==> src/design/ee_pkg.sv <==
`default_nettype none

package ee_pkg;

	localparam int EE_ADDR_W = 6;
	localparam int EE_DATA_W = 16;
	localparam int EE_WORDS  = 1 << EE_ADDR_W;

	localparam logic [EE_DATA_W-1:0] EE_ERASED = '1;    // Erased cells read all ones

	typedef logic [EE_ADDR_W-1:0] ee_addr_t;
	typedef logic [EE_DATA_W-1:0] ee_word_t;

	typedef enum logic [2:0] {
		OP_NONE,
		OP_READ,
		OP_WRITE,
		OP_ERASE,
		OP_ERAL,
		OP_WRAL,
		OP_EWEN,
		OP_EWDS
	} ee_op_t;

	// Two-bit opcode after the start bit
	localparam logic [1:0] OPC_EXT   = 2'b00;           // Extended group, see below
	localparam logic [1:0] OPC_WRITE = 2'b01;
	localparam logic [1:0] OPC_READ  = 2'b10;
	localparam logic [1:0] OPC_ERASE = 2'b11;

	// Extended codes, top two address bits when the opcode is 00
	localparam logic [1:0] EXT_EWDS = 2'b00;
	localparam logic [1:0] EXT_WRAL = 2'b01;
	localparam logic [1:0] EXT_ERAL = 2'b10;
	localparam logic [1:0] EXT_EWEN = 2'b11;

	// The 8 bits after the start bit, seen as address or as extended code
	typedef union packed {
		struct packed {
			logic [1:0] opc;
			ee_addr_t   addr;
		} adr;
		struct packed {
			logic [1:0] opc;
			logic [1:0] code;
			logic [3:0] dc;                             // Don't care bits
		} ext;
	} ee_instr_u;

endpackage

`default_nettype wire

==> src/design/ee_cell_array.sv <==
`timescale 1ns/100ps
`default_nettype none

module ee_cell_array (
	input  wire               sys_clk,
	input  wire               wr_en_i,
	input  ee_pkg::ee_addr_t  wr_addr_i,
	input  ee_pkg::ee_word_t  wr_data_i,
	input  ee_pkg::ee_addr_t  rd_addr_i,
	output ee_pkg::ee_word_t  rd_data_o
);

	ee_pkg::ee_word_t mem [ee_pkg::EE_WORDS];

	// Blank part comes up erased
	initial begin
		for (int i = 0; i < ee_pkg::EE_WORDS; i++)
			mem[i] = ee_pkg::EE_ERASED;
	end

	always @(posedge sys_clk) begin
		if (wr_en_i)
			mem[wr_addr_i] <= wr_data_i;
	end

	assign rd_data_o = mem[rd_addr_i];      // Asynchronous read

endmodule

`default_nettype wire

==> src/design/ee_read_shifter.sv <==
`timescale 1ns/100ps
`default_nettype none

module ee_read_shifter (
	input  wire               sys_clk,
	input  wire               xresetl,
	input  wire               cs_i,
	input  wire               sk_rise_i,
	input  wire               cmd_stb_i,
	input  ee_pkg::ee_op_t    cmd_op_i,
	input  ee_pkg::ee_addr_t  cmd_addr_i,
	input  wire               busy_i,
	input  ee_pkg::ee_word_t  rd_data_i,
	output ee_pkg::ee_addr_t  rd_addr_o,
	output logic              do_o
);

	logic              rd_active;
	logic              rd_load;
	logic              out_bit;
	ee_pkg::ee_word_t  sr;

	assign rd_addr_o = cmd_addr_i;          // Array answers in the same cycle
	assign rd_load   = cmd_stb_i && (cmd_op_i == ee_pkg::OP_READ);

	always_ff @(posedge sys_clk) begin
		if (!cs_i) begin
			rd_active <= 1'b0;
			out_bit   <= 1'b1;
		end else if (rd_load) begin
			sr        <= rd_data_i;
			out_bit   <= 1'b0;              // Dummy zero
			rd_active <= 1'b1;
		end else if (sk_rise_i && rd_active) begin
			out_bit <= sr[ee_pkg::EE_DATA_W-1];
			sr      <= {sr[ee_pkg::EE_DATA_W-2:0], 1'b0};
		end

		if (!xresetl) begin
			rd_active <= 1'b0;
			out_bit   <= 1'b1;
		end
	end

	always_comb begin
		if (!cs_i)
			do_o = 1'b1;
		else if (busy_i)
			do_o = 1'b0;                    // Busy level during write
		else if (rd_active)
			do_o = out_bit;
		else
			do_o = 1'b1;                    // Ready
	end

	// Decoder must not hand over a READ while a write runs
	a_no_read_busy: assert property (@(posedge sys_clk) disable iff (!xresetl)
		rd_load |-> !busy_i);

endmodule

`default_nettype wire

==> src/design/ee_serial_decode.sv <==
`timescale 1ns/100ps
`default_nettype none

module ee_serial_decode (
	input  wire               sys_clk,
	input  wire               xresetl,
	input  wire               cs_i,
	input  wire               sk_i,
	input  wire               di_i,
	input  wire               busy_i,
	output logic              sk_rise_o,
	output logic              cmd_stb_o,
	output ee_pkg::ee_op_t    cmd_op_o,
	output ee_pkg::ee_addr_t  cmd_addr_o,
	output ee_pkg::ee_word_t  cmd_data_o
);

	localparam logic [1:0] D_IDLE  = 2'd0;  // Waiting for the start bit
	localparam logic [1:0] D_INSTR = 2'd1;
	localparam logic [1:0] D_DATA  = 2'd2;
	localparam logic [1:0] D_READ  = 2'd3;  // Read in progress

	logic [1:0]         state;
	logic [3:0]         cnt;                // Bit counter
	logic               sk_prev;
	logic               bit_take;
	ee_pkg::ee_instr_u  instr;
	ee_pkg::ee_instr_u  instr_nxt;
	ee_pkg::ee_word_t   data_sr;
	ee_pkg::ee_op_t     op_nxt;
	ee_pkg::ee_op_t     op_q;

	function automatic ee_pkg::ee_op_t decode_op(input ee_pkg::ee_instr_u ir);
		ee_pkg::ee_op_t op;
		op = ee_pkg::OP_NONE;
		case (ir.adr.opc)
			ee_pkg::OPC_READ:  op = ee_pkg::OP_READ;
			ee_pkg::OPC_WRITE: op = ee_pkg::OP_WRITE;
			ee_pkg::OPC_ERASE: op = ee_pkg::OP_ERASE;
			ee_pkg::OPC_EXT: begin
				// Address bits carry the command here
				case (ir.ext.code)
					ee_pkg::EXT_EWEN: op = ee_pkg::OP_EWEN;
					ee_pkg::EXT_ERAL: op = ee_pkg::OP_ERAL;
					ee_pkg::EXT_WRAL: op = ee_pkg::OP_WRAL;
					ee_pkg::EXT_EWDS: op = ee_pkg::OP_EWDS;
				endcase
			end
		endcase
		return op;
	endfunction

	assign sk_rise_o = cs_i & sk_i & ~sk_prev;
	assign bit_take  = sk_rise_o & ~busy_i;         // Bits dropped during internal write

	// Instruction word as it will be after this bit
	assign instr_nxt = {instr[6:0], di_i};
	assign op_nxt    = decode_op(instr_nxt);

	assign cmd_op_o   = op_q;
	assign cmd_addr_o = instr.adr.addr;
	assign cmd_data_o = data_sr;

	always_ff @(posedge sys_clk) begin
		sk_prev   <= sk_i;
		cmd_stb_o <= 1'b0;
		if (!cs_i) begin
			state <= D_IDLE;
			cnt   <= '0;
		end else if (bit_take) begin
			case (state)
				D_IDLE: begin
					cnt <= '0;
					if (di_i)
						state <= D_INSTR;       // Start bit
				end
				D_INSTR: begin
					instr <= instr_nxt;
					cnt   <= cnt + 4'd1;
					if (cnt == 4'd7) begin
						op_q <= op_nxt;
						cnt  <= '0;
						if (op_nxt == ee_pkg::OP_WRITE || op_nxt == ee_pkg::OP_WRAL) begin
							state <= D_DATA;    // Data word follows
						end else begin
							cmd_stb_o <= 1'b1;
							state     <= (op_nxt == ee_pkg::OP_READ) ? D_READ : D_IDLE;
						end
					end
				end
				D_DATA: begin
					data_sr <= {data_sr[ee_pkg::EE_DATA_W-2:0], di_i};  // MSB first
					cnt     <= cnt + 4'd1;
					if (cnt == 4'd15) begin
						cmd_stb_o <= 1'b1;
						state     <= D_IDLE;
					end
				end
				default: begin
					// Stay here until cs_i drops
					state <= D_READ;
				end
			endcase
		end

		if (!xresetl) begin
			sk_prev   <= 1'b0;
			cmd_stb_o <= 1'b0;
			state     <= D_IDLE;
			cnt       <= '0;
			op_q      <= ee_pkg::OP_NONE;
		end
	end

	// One command per instruction, each needs a fresh sk edge
	a_stb_single: assert property (@(posedge sys_clk) disable iff (!xresetl)
		cmd_stb_o |=> !cmd_stb_o);

endmodule

`default_nettype wire

==> src/design/ee_write_engine.sv <==
`timescale 1ns/100ps
`default_nettype none

module ee_write_engine (
	input  wire               sys_clk,
	input  wire               xresetl,
	input  wire               cmd_stb_i,
	input  ee_pkg::ee_op_t    cmd_op_i,
	input  ee_pkg::ee_addr_t  cmd_addr_i,
	input  ee_pkg::ee_word_t  cmd_data_i,
	output logic              busy_o,
	output logic              wr_en_o,
	output ee_pkg::ee_addr_t  wr_addr_o,
	output ee_pkg::ee_word_t  wr_data_o
);

	localparam logic [2:0] W_IDLE  = 3'd0;
	localparam logic [2:0] W_BEGIN = 3'd1;
	localparam logic [2:0] W_WRITE = 3'd2;
	localparam logic [2:0] W_LOOP  = 3'd3;
	localparam logic [2:0] W_END   = 3'd4;

	logic [2:0]        state;
	logic              wen;                 // Write enable flag, EWEN/EWDS
	logic              wr_loop;             // Walk all addresses
	logic              write_class;
	logic              all_words;
	logic              erase_op;
	ee_pkg::ee_addr_t  wraddr;
	ee_pkg::ee_word_t  wrdata;

	assign write_class = cmd_op_i inside {ee_pkg::OP_WRITE, ee_pkg::OP_ERASE,
		ee_pkg::OP_ERAL, ee_pkg::OP_WRAL};
	assign all_words = (cmd_op_i == ee_pkg::OP_ERAL) || (cmd_op_i == ee_pkg::OP_WRAL);
	assign erase_op  = (cmd_op_i == ee_pkg::OP_ERASE) || (cmd_op_i == ee_pkg::OP_ERAL);

	assign busy_o    = (state != W_IDLE);
	assign wr_en_o   = (state == W_WRITE) && wen;   // Sequence runs even with wen clear
	assign wr_addr_o = wraddr;
	assign wr_data_o = wrdata;

	always_ff @(posedge sys_clk) begin
		case (state)
			W_IDLE: begin
				if (cmd_stb_i) begin
					case (cmd_op_i)
						ee_pkg::OP_EWEN: wen <= 1'b1;
						ee_pkg::OP_EWDS: wen <= 1'b0;
						default: wen <= wen;
					endcase
					if (write_class) begin
						state   <= W_BEGIN;
						wr_loop <= all_words;
						wraddr  <= all_words ? '0 : cmd_addr_i;
						wrdata  <= erase_op ? ee_pkg::EE_ERASED : cmd_data_i;
					end
				end
			end
			W_BEGIN: state <= W_WRITE;
			W_WRITE: state <= W_LOOP;               // Cell written this cycle
			W_LOOP: begin
				if (wr_loop && wraddr != '1) begin
					wraddr <= wraddr + ee_pkg::ee_addr_t'(1);
					state  <= W_WRITE;
				end else begin
					state <= W_END;
				end
			end
			W_END: state <= W_IDLE;
			default: state <= W_IDLE;
		endcase

		if (!xresetl) begin
			state   <= W_IDLE;
			wen     <= 1'b0;
			wr_loop <= 1'b0;
		end
	end

	// Flag stays put for the whole sequence
	a_wr_needs_wen: assert property (@(posedge sys_clk) disable iff (!xresetl)
		wr_en_o |-> wen && $stable(wen));

	// Busy only ever starts from a decoded command
	a_busy_from_cmd: assert property (@(posedge sys_clk) disable iff (!xresetl)
		$rose(busy_o) |-> $past(cmd_stb_i));

endmodule

`default_nettype wire

==> src/design/eeprom_93c46.sv <==
`timescale 1ns/100ps
`default_nettype none

module eeprom_93c46 (
	input  wire  sys_clk,
	input  wire  xresetl,
	input  wire  cs_i,
	input  wire  sk_i,
	input  wire  di_i,
	output logic do_o
);

	logic              sk_rise;
	logic              cmd_stb;
	ee_pkg::ee_op_t    cmd_op;
	ee_pkg::ee_addr_t  cmd_addr;
	ee_pkg::ee_word_t  cmd_data;
	logic              busy;
	logic              wr_en;
	ee_pkg::ee_addr_t  wr_addr;
	ee_pkg::ee_word_t  wr_data;
	ee_pkg::ee_addr_t  rd_addr;
	ee_pkg::ee_word_t  rd_data;

	ee_serial_decode decode (
		.sys_clk    (sys_clk),
		.xresetl    (xresetl),
		.cs_i       (cs_i),
		.sk_i       (sk_i),
		.di_i       (di_i),
		.busy_i     (busy),
		.sk_rise_o  (sk_rise),
		.cmd_stb_o  (cmd_stb),
		.cmd_op_o   (cmd_op),
		.cmd_addr_o (cmd_addr),
		.cmd_data_o (cmd_data)
	);

	ee_write_engine execute (
		.sys_clk    (sys_clk),
		.xresetl    (xresetl),
		.cmd_stb_i  (cmd_stb),
		.cmd_op_i   (cmd_op),
		.cmd_addr_i (cmd_addr),
		.cmd_data_i (cmd_data),
		.busy_o     (busy),
		.wr_en_o    (wr_en),
		.wr_addr_o  (wr_addr),
		.wr_data_o  (wr_data)
	);

	ee_cell_array cells (
		.sys_clk    (sys_clk),
		.wr_en_i    (wr_en),
		.wr_addr_i  (wr_addr),
		.wr_data_i  (wr_data),
		.rd_addr_i  (rd_addr),
		.rd_data_o  (rd_data)
	);

	ee_read_shifter result (
		.sys_clk    (sys_clk),
		.xresetl    (xresetl),
		.cs_i       (cs_i),
		.sk_rise_i  (sk_rise),
		.cmd_stb_i  (cmd_stb),
		.cmd_op_i   (cmd_op),
		.cmd_addr_i (cmd_addr),
		.busy_i     (busy),
		.rd_data_i  (rd_data),
		.rd_addr_o  (rd_addr),
		.do_o       (do_o)
	);

endmodule

`default_nettype wire
==> config.mk <==
export PLATFORM = sky130hd
export DESIGN_NAME = eeprom_93c46
export DESIGN_NICKNAME = d
export VERILOG_FILES = /design/src/design/ee_pkg.sv /design/src/design/ee_cell_array.sv /design/src/design/ee_read_shifter.sv /design/src/design/ee_serial_decode.sv /design/src/design/ee_write_engine.sv /design/src/design/eeprom_93c46.sv
export SDC_FILE = /design/constraint.sdc
export NUM_CORES = 1
export LEC_CHECK = 0
export BUFFER_PORTS_ARGS = -buffer_cell sky130_fd_sc_hd__buf_2
export CELL_PAD_IN_SITES_DETAIL_PLACEMENT = 1
export CELL_PAD_IN_SITES_GLOBAL_PLACEMENT = 2
export CORE_UTILIZATION = 35
export CTS_CLUSTER_SIZE = 28
export DETAILED_ROUTE_END_ITERATION = 12
export GPL_TIMING_DRIVEN = 0
export MAX_ROUTING_LAYER = met4
export PLACE_DENSITY = 0.67
export SETUP_SLACK_MARGIN = 0.15
export SKIP_LAST_GASP = 1
export SLEW_MARGIN = 30
export SYNTH_ARGS = -nofsm -noshare
export SYNTH_HDL_FRONTEND = slang
export SYNTH_SLANG_ARGS = --single-unit
==> constraint.sdc <==
create_clock -name sys_clk -period 8.33 [get_ports sys_clk]
set_clock_uncertainty 0.05 [all_clocks]
set_input_delay 0.833 -clock sys_clk [delete_from_list [all_inputs] [get_ports sys_clk]]
set_output_delay 0.833 -clock sys_clk [all_outputs]
set_load 0.005 [all_outputs]
== Word-level counts from Yosys, hierarchy flattened ==
Memory sizes are Yosys's and may differ from the RTL's. A register that Yosys moved wholly into a read port is not among the register bits.
Index checks and enable logic that the tools add are counted.

* Register bits after elaboration: 79
* Input bits: 5
* Logic and storage cells: 116
* RAM bits: 1,024
* Output and inout bits: 1
* Memories: 1

* Equality and inequality tests: 30
* Muxes and demuxes: 34
* Add/sub/neg operators: 2
* Bitwise gates (word level): 5
* Reduce and logical (&&, ||, !) cells: 29

{| class="wikitable"
|+ Memories
! name !! depth !! width !! read ports !! clocked after memory_dff !! write ports !! line !! RTL
|-
| cells.mem || 64 || 16 || 1 || 1 || 1 || ee_cell_array.sv:13 || <nowiki>ee_pkg::ee_word_t mem [ee_pkg::EE_WORDS];</nowiki>
|}

{| class="wikitable"
|+ Operator list
! cell !! count
|-
| case mux 3 bit (4 select lines) || 3
|-
| 2-to-1 mux 16 bit || 2
|-
| 2-to-1 mux 6 bit || 5
|-
| equality test 3 x 2 -> 1 bit, second input constant || 5
|-
| equality test 3 bit, second input constant || 5
|-
| AND reduction 3 bit || 5
|-
| case mux 4 bit (3 select lines) || 1
|-
| case mux 6 bit (2 select lines) || 1
|-
| AND reduction 4 bit || 3
|-
| equality test 2 bit, second input constant || 5
|-
| 2-to-1 mux 1 bit || 10
|-
| 2-to-1 mux 2 bit || 5
|-
| equality test 3 x 1 -> 1 bit, second input constant || 3
|-
| 2-to-1 mux 3 bit || 3
|-
| inequality test 2 x 1 -> 1 bit, second input constant || 4
|-
| AND reduction 2 bit || 4
|-
| adder 6 x 1 -> 6 bit, second input constant || 1
|-
| equality test 2 x 1 -> 1 bit, second input constant || 3
|-
| logical NOT 2 bit || 3
|-
| inequality test 6 bit, second input constant || 1
|-
| case mux 2 bit (3 select lines) || 1
|-
| nonzero test 2 bit || 3
|-
| nonzero test 3 bit || 2
|-
| adder 4 x 1 -> 4 bit, second input constant || 1
|-
| 11 further kinds || 21
|}

== Longest topological paths before layout ==
* Depth in word-level cells: 8
* Mapped depth: 9
* Depth with buffers taken out: 7

== Hierarchy ==
Synthesis repeated with hierarchy kept, for this count alone.

* Cells, all modules: 2,075
* Area total of the unflattened synthesis: 43,282.8 µm²

{| class="wikitable"
|+ By module, submodules not included
! module !! area an instance (µm²) !! cells an instance !! sequential area each (µm²) !! times used
|-
| ee_cell_array || 39,721.8 || 1,813 || 30,749.5 || 1
|-
| ee_serial_decode || 1,448.9 || 111 || 910.9 || 1
|-
| ee_write_engine || 1,249.9 || 100 || 760.7 || 1
|-
| ee_read_shifter || 862.1 || 51 || 520.5 || 1
|}

== Worst setup path after synthesis ==
No wires, ideal clock.

* Kind: input to register
* Start: input cs_i
* End: register result.sr[0], enable pin
* Path buffers: 1
* Cell stages on the path: 4
* Library setup time: 0.414 ns
* Path slack: 5.360 ns
* Required time: 7.866 ns
* Data arrival time: 2.506 ns
* Cell sequence: and3b_1 -> clkbuf_1 -> nand2_1 -> a21boi_0

* Word-level cells in the longest chain between the ends: 5

{| class="wikitable"
|+ Ends and longest elaborated chain
! item !! line !! RTL
|-
| from (decl) || eeprom_93c46.sv:7 || <nowiki>input wire cs_i,</nowiki>
|-
| bitwise AND 1 bit (2 in series) || ee_serial_decode.sv:53 || <nowiki>assign sk_rise_o = cs_i & sk_i & ~sk_prev;</nowiki>
|-
| logical AND 1 bit || ee_read_shifter.sv:34 || <nowiki>end else if (sk_rise_i && rd_active) begin</nowiki>
|-
| nonzero test 2 bit (no line) || n/a ||
|-
| AND reduction 2 bit (no line) (*) || n/a ||
|-
| to (signal assigned) || ee_read_shifter.sv:31 || <nowiki>sr <= rd_data_i;</nowiki>
|-
| to (signal assigned) || ee_read_shifter.sv:36 || <nowiki>sr <= {sr[ee_pkg::EE_DATA_W-2:0], 1'b0};</nowiki>
|-
| to (decl) || ee_read_shifter.sv:21 || <nowiki>ee_pkg::ee_word_t sr;</nowiki>
|}

Mark *: on every way between the ends. The rest lies on a longest branch, timed or not.
A chain may end at the register's enable or synchronous reset.

==> metrics.txt <==
run status=completed; number of synthesized register bits=1109; gp weighted congestion=about 0.97; VDD IR max=about 0.17 mV; Hold Slack=0.3267 ns; chip width=between 300 and 400 um; nets=roughly 2400; Fmax=approximately 0.27 GHz; clock root buffer=clkbuf_16; sw power=0.002157 W; Hold WC Path Type=in -> reg; initial core utilization=0.3532; CP Launch Type=register; top post-synthesis cells by area=edfxtp_1, mux4_2, mux2i_1, a22oi_1, dfxtp_1; PD cells=219.8 nW/um2; unrepaired setup endpoints after global routing=no; Tmin final=3.649 ns; async set or reset register ratio after synthesis=0; TritonCTS Buffers=114; mapped cell area=43040 um2; setup TNS=0 ns; core footprint=121900 um2; ratio of cells with drive above 1 in the final layout=0.2127; top-count cell post-synth=edfxtp_1; depth of the CTS H-tree=3; Clk pwr share=0.446; Routed Antenna Nets=0; Leak=16.14 nW; Post-CTS Setup Bufs=0; Synth Warn #=0; Max Slew Vio Count=0; Hold-fix buffers, CTS=0; initial antenna violation count=0; Die Area=124400 um2; sequential fraction of the synthesis area=0.7681; max cap viols=0; drt wl/cell=approximately 27 um; mean post-synth cell area=19.77 um2; drt pass-1 iters=5; Worst Path Max Fanout=10; IO Pins=6; Worst-Margin Slew=1.001 ns; Required @ worst endpoint=a little under 9 ns; dpl cells=3880; row count=128; endpoints failing hold=0; diode count=0; EDFF count, synth=between 1000 and 1500; Via density=5.208; Logic pwr share=0.005; Sw Ratio=0.1963; synthesis-to-finish area growth=16.12%; I/O Buffers=5; post-synth top area cell=edfxtp_1; final core utilization=0.4101; first-pass GRT wire length=159.6 mm; clk_lat worst skew=~0.7 ns; Die Ht=352.7 um; Hold Crit Start=sk_i; Clock Sinks=1109; final setup fails=0; crit end category=register; Post-DP HPWL=77.34 mm; Seq pwr share=0.549; vias in the first global route=22900; Slew headroom=0.3302; cell count after synthesis=2177; period utilization=0.4380; final WL=about 110 mm; Reg clk slew, reported paths=0.06 ns; DR iter-0 viols=between 1500 and 2000; Finished Layout Cells=between 4000 and 5000; grt ovf=0; post_cts resized=0; critical path class=reg -> reg; Internal=0.008827 W; Post-Syn Nets=2190; Top FF cell, synth=edfxtp_1; largest net degree at the start of global routing=27; Tot GR Track Use=0.1816; Max clock buf depth=3; distinct cell type count after synthesis=approximately 50; Remaining DRCs=0; Critical Path AT=4.02 ns; list of most frequent post-synthesis cells=edfxtp_1, mux2i_1, mux4_2, a22oi_1, nor2_1; Vias=between 20000 and 25000; top cell type's share of synthesized area=0.7570; CTS tree=done
[per-layer routing]
layer / part of all wire / vias to the layer above / wire [um] / global-route usage
met5: 0 / - / 0 / -
met4: 0.032 / 0 / 3495 / 0.05765
met3: 0.044 / 178 / 4795 / 0.02872
met2: 0.49 / 495 / 53770 / 0.2933
met1: 0.43 / 11300 / 47770 / 0.2352
li1: - / 9317 / - / -
[power by group through the flow]
stage	sequential, W	clock [W]	combinational, W
after floorplan	0.00615	0	0.0000375
after global placement	0.00615	0	0.0000587
after detailed placement	0.00615	0	0.0000596
after CTS	0.00603	0.00499	0.0000598
after global routing	0.00603	0.00516	0.0000626
final	0.00603	0.00490	0.0000592
[cells by family (layout without fill, tap and decap cells)]
logic type | Yosys count | count (layout) | share of synthesized area
simple gates | 287 | 287 | 0.03357
compound gates | 193 | 193 | 0.03250
fa+ha+maj | 8 | 8 | 0.002326
mux | 445 | 445 | 0.1478
flops | 1109 | 1109 | 0.7681
xor+xnor | 5 | 5 | 0.001018
buf+inv | 130 | 417 | 0.01468
[layout make-up]
class / count / area, um2
fill: 11600 / 71900
sequential: 1109 / 33060
multi-input combinational: 938 / 9741
clock buffer: 137 / 3045
tap: 1625 / 2033
timing repair buffer: 78 / 945.9
buffer: 118 / 588.1
clock inverter: 72 / 519.2
inverter: 12 / 45.04
[critical path, stage by stage, from the launching register on]
cell      delay [ns]
dfxtp_1         0.48
buf_2           0.37
buf_2           0.36
clkbuf_1        0.79
mux4_2          0.41
mux2i_1         0.23
mux2i_1         0.25
a22oi_1         0.27
o211ai_1        0.14
[sequential cells by signal, indices dropped and copies added (netlist names), 3 cells and up, named ones only]
| name | flops |
|---|---|
| cells.mem | 1024 |
| decode.cmd_data_o | 16 |
| decode.cmd_op_o | 3 |
| decode.cnt | 4 |
| decode.instr | 7 |
| execute.state | 3 |
| execute.wr_addr_o | 6 |
| execute.wr_data_o | 16 |
| result.sr | 16 |
[worst paths after layout]
kind / end / slack (ns) / cells past startpoint
hold reg to reg: decode.cmd_data_o[8] / 0.39 / 0
hold / removal: decode.sk_prev / 0.33 / 2
setup reg to reg: result.sr[6] / 4.68 / 8
setup / recovery: result.sr[6] / 4.68 / 8
[cell usage in the layout (no fill, tap or decap), types with 16 or more instances in the layout]
master,n
o211ai_1,16
nor2_2,23
o21ai_0,17
buf_2,33
nand2b_1,22
buf_8,22
buf_4,19
clkbuf_1,74
clkinv_1,26
nor2_1,23
dfxtp_1,24
clkinv_2,27
nand2_1,43
clkbuf_16,119
edfxtp_1,1085
a22oi_1,138
mux2i_1,292
mux4_2,151
buf_6,55
nor2_4,41
nand3_1,76
[stage by stage]
stage,setup WS [ns],area (um2),total power [W]
4_1_cts,4.629,49950,0.01108
3_3_place_gp,4.257,45100,0.006206
5_1_grt,4.638,49980,0.01125
2_1_floorplan,5.360,43040,0.006185
6_report,4.681,49980,0.01098
3_5_place_dp,4.646,46380,0.006207
Note: power is estimated with default switching activity, not from simulation.
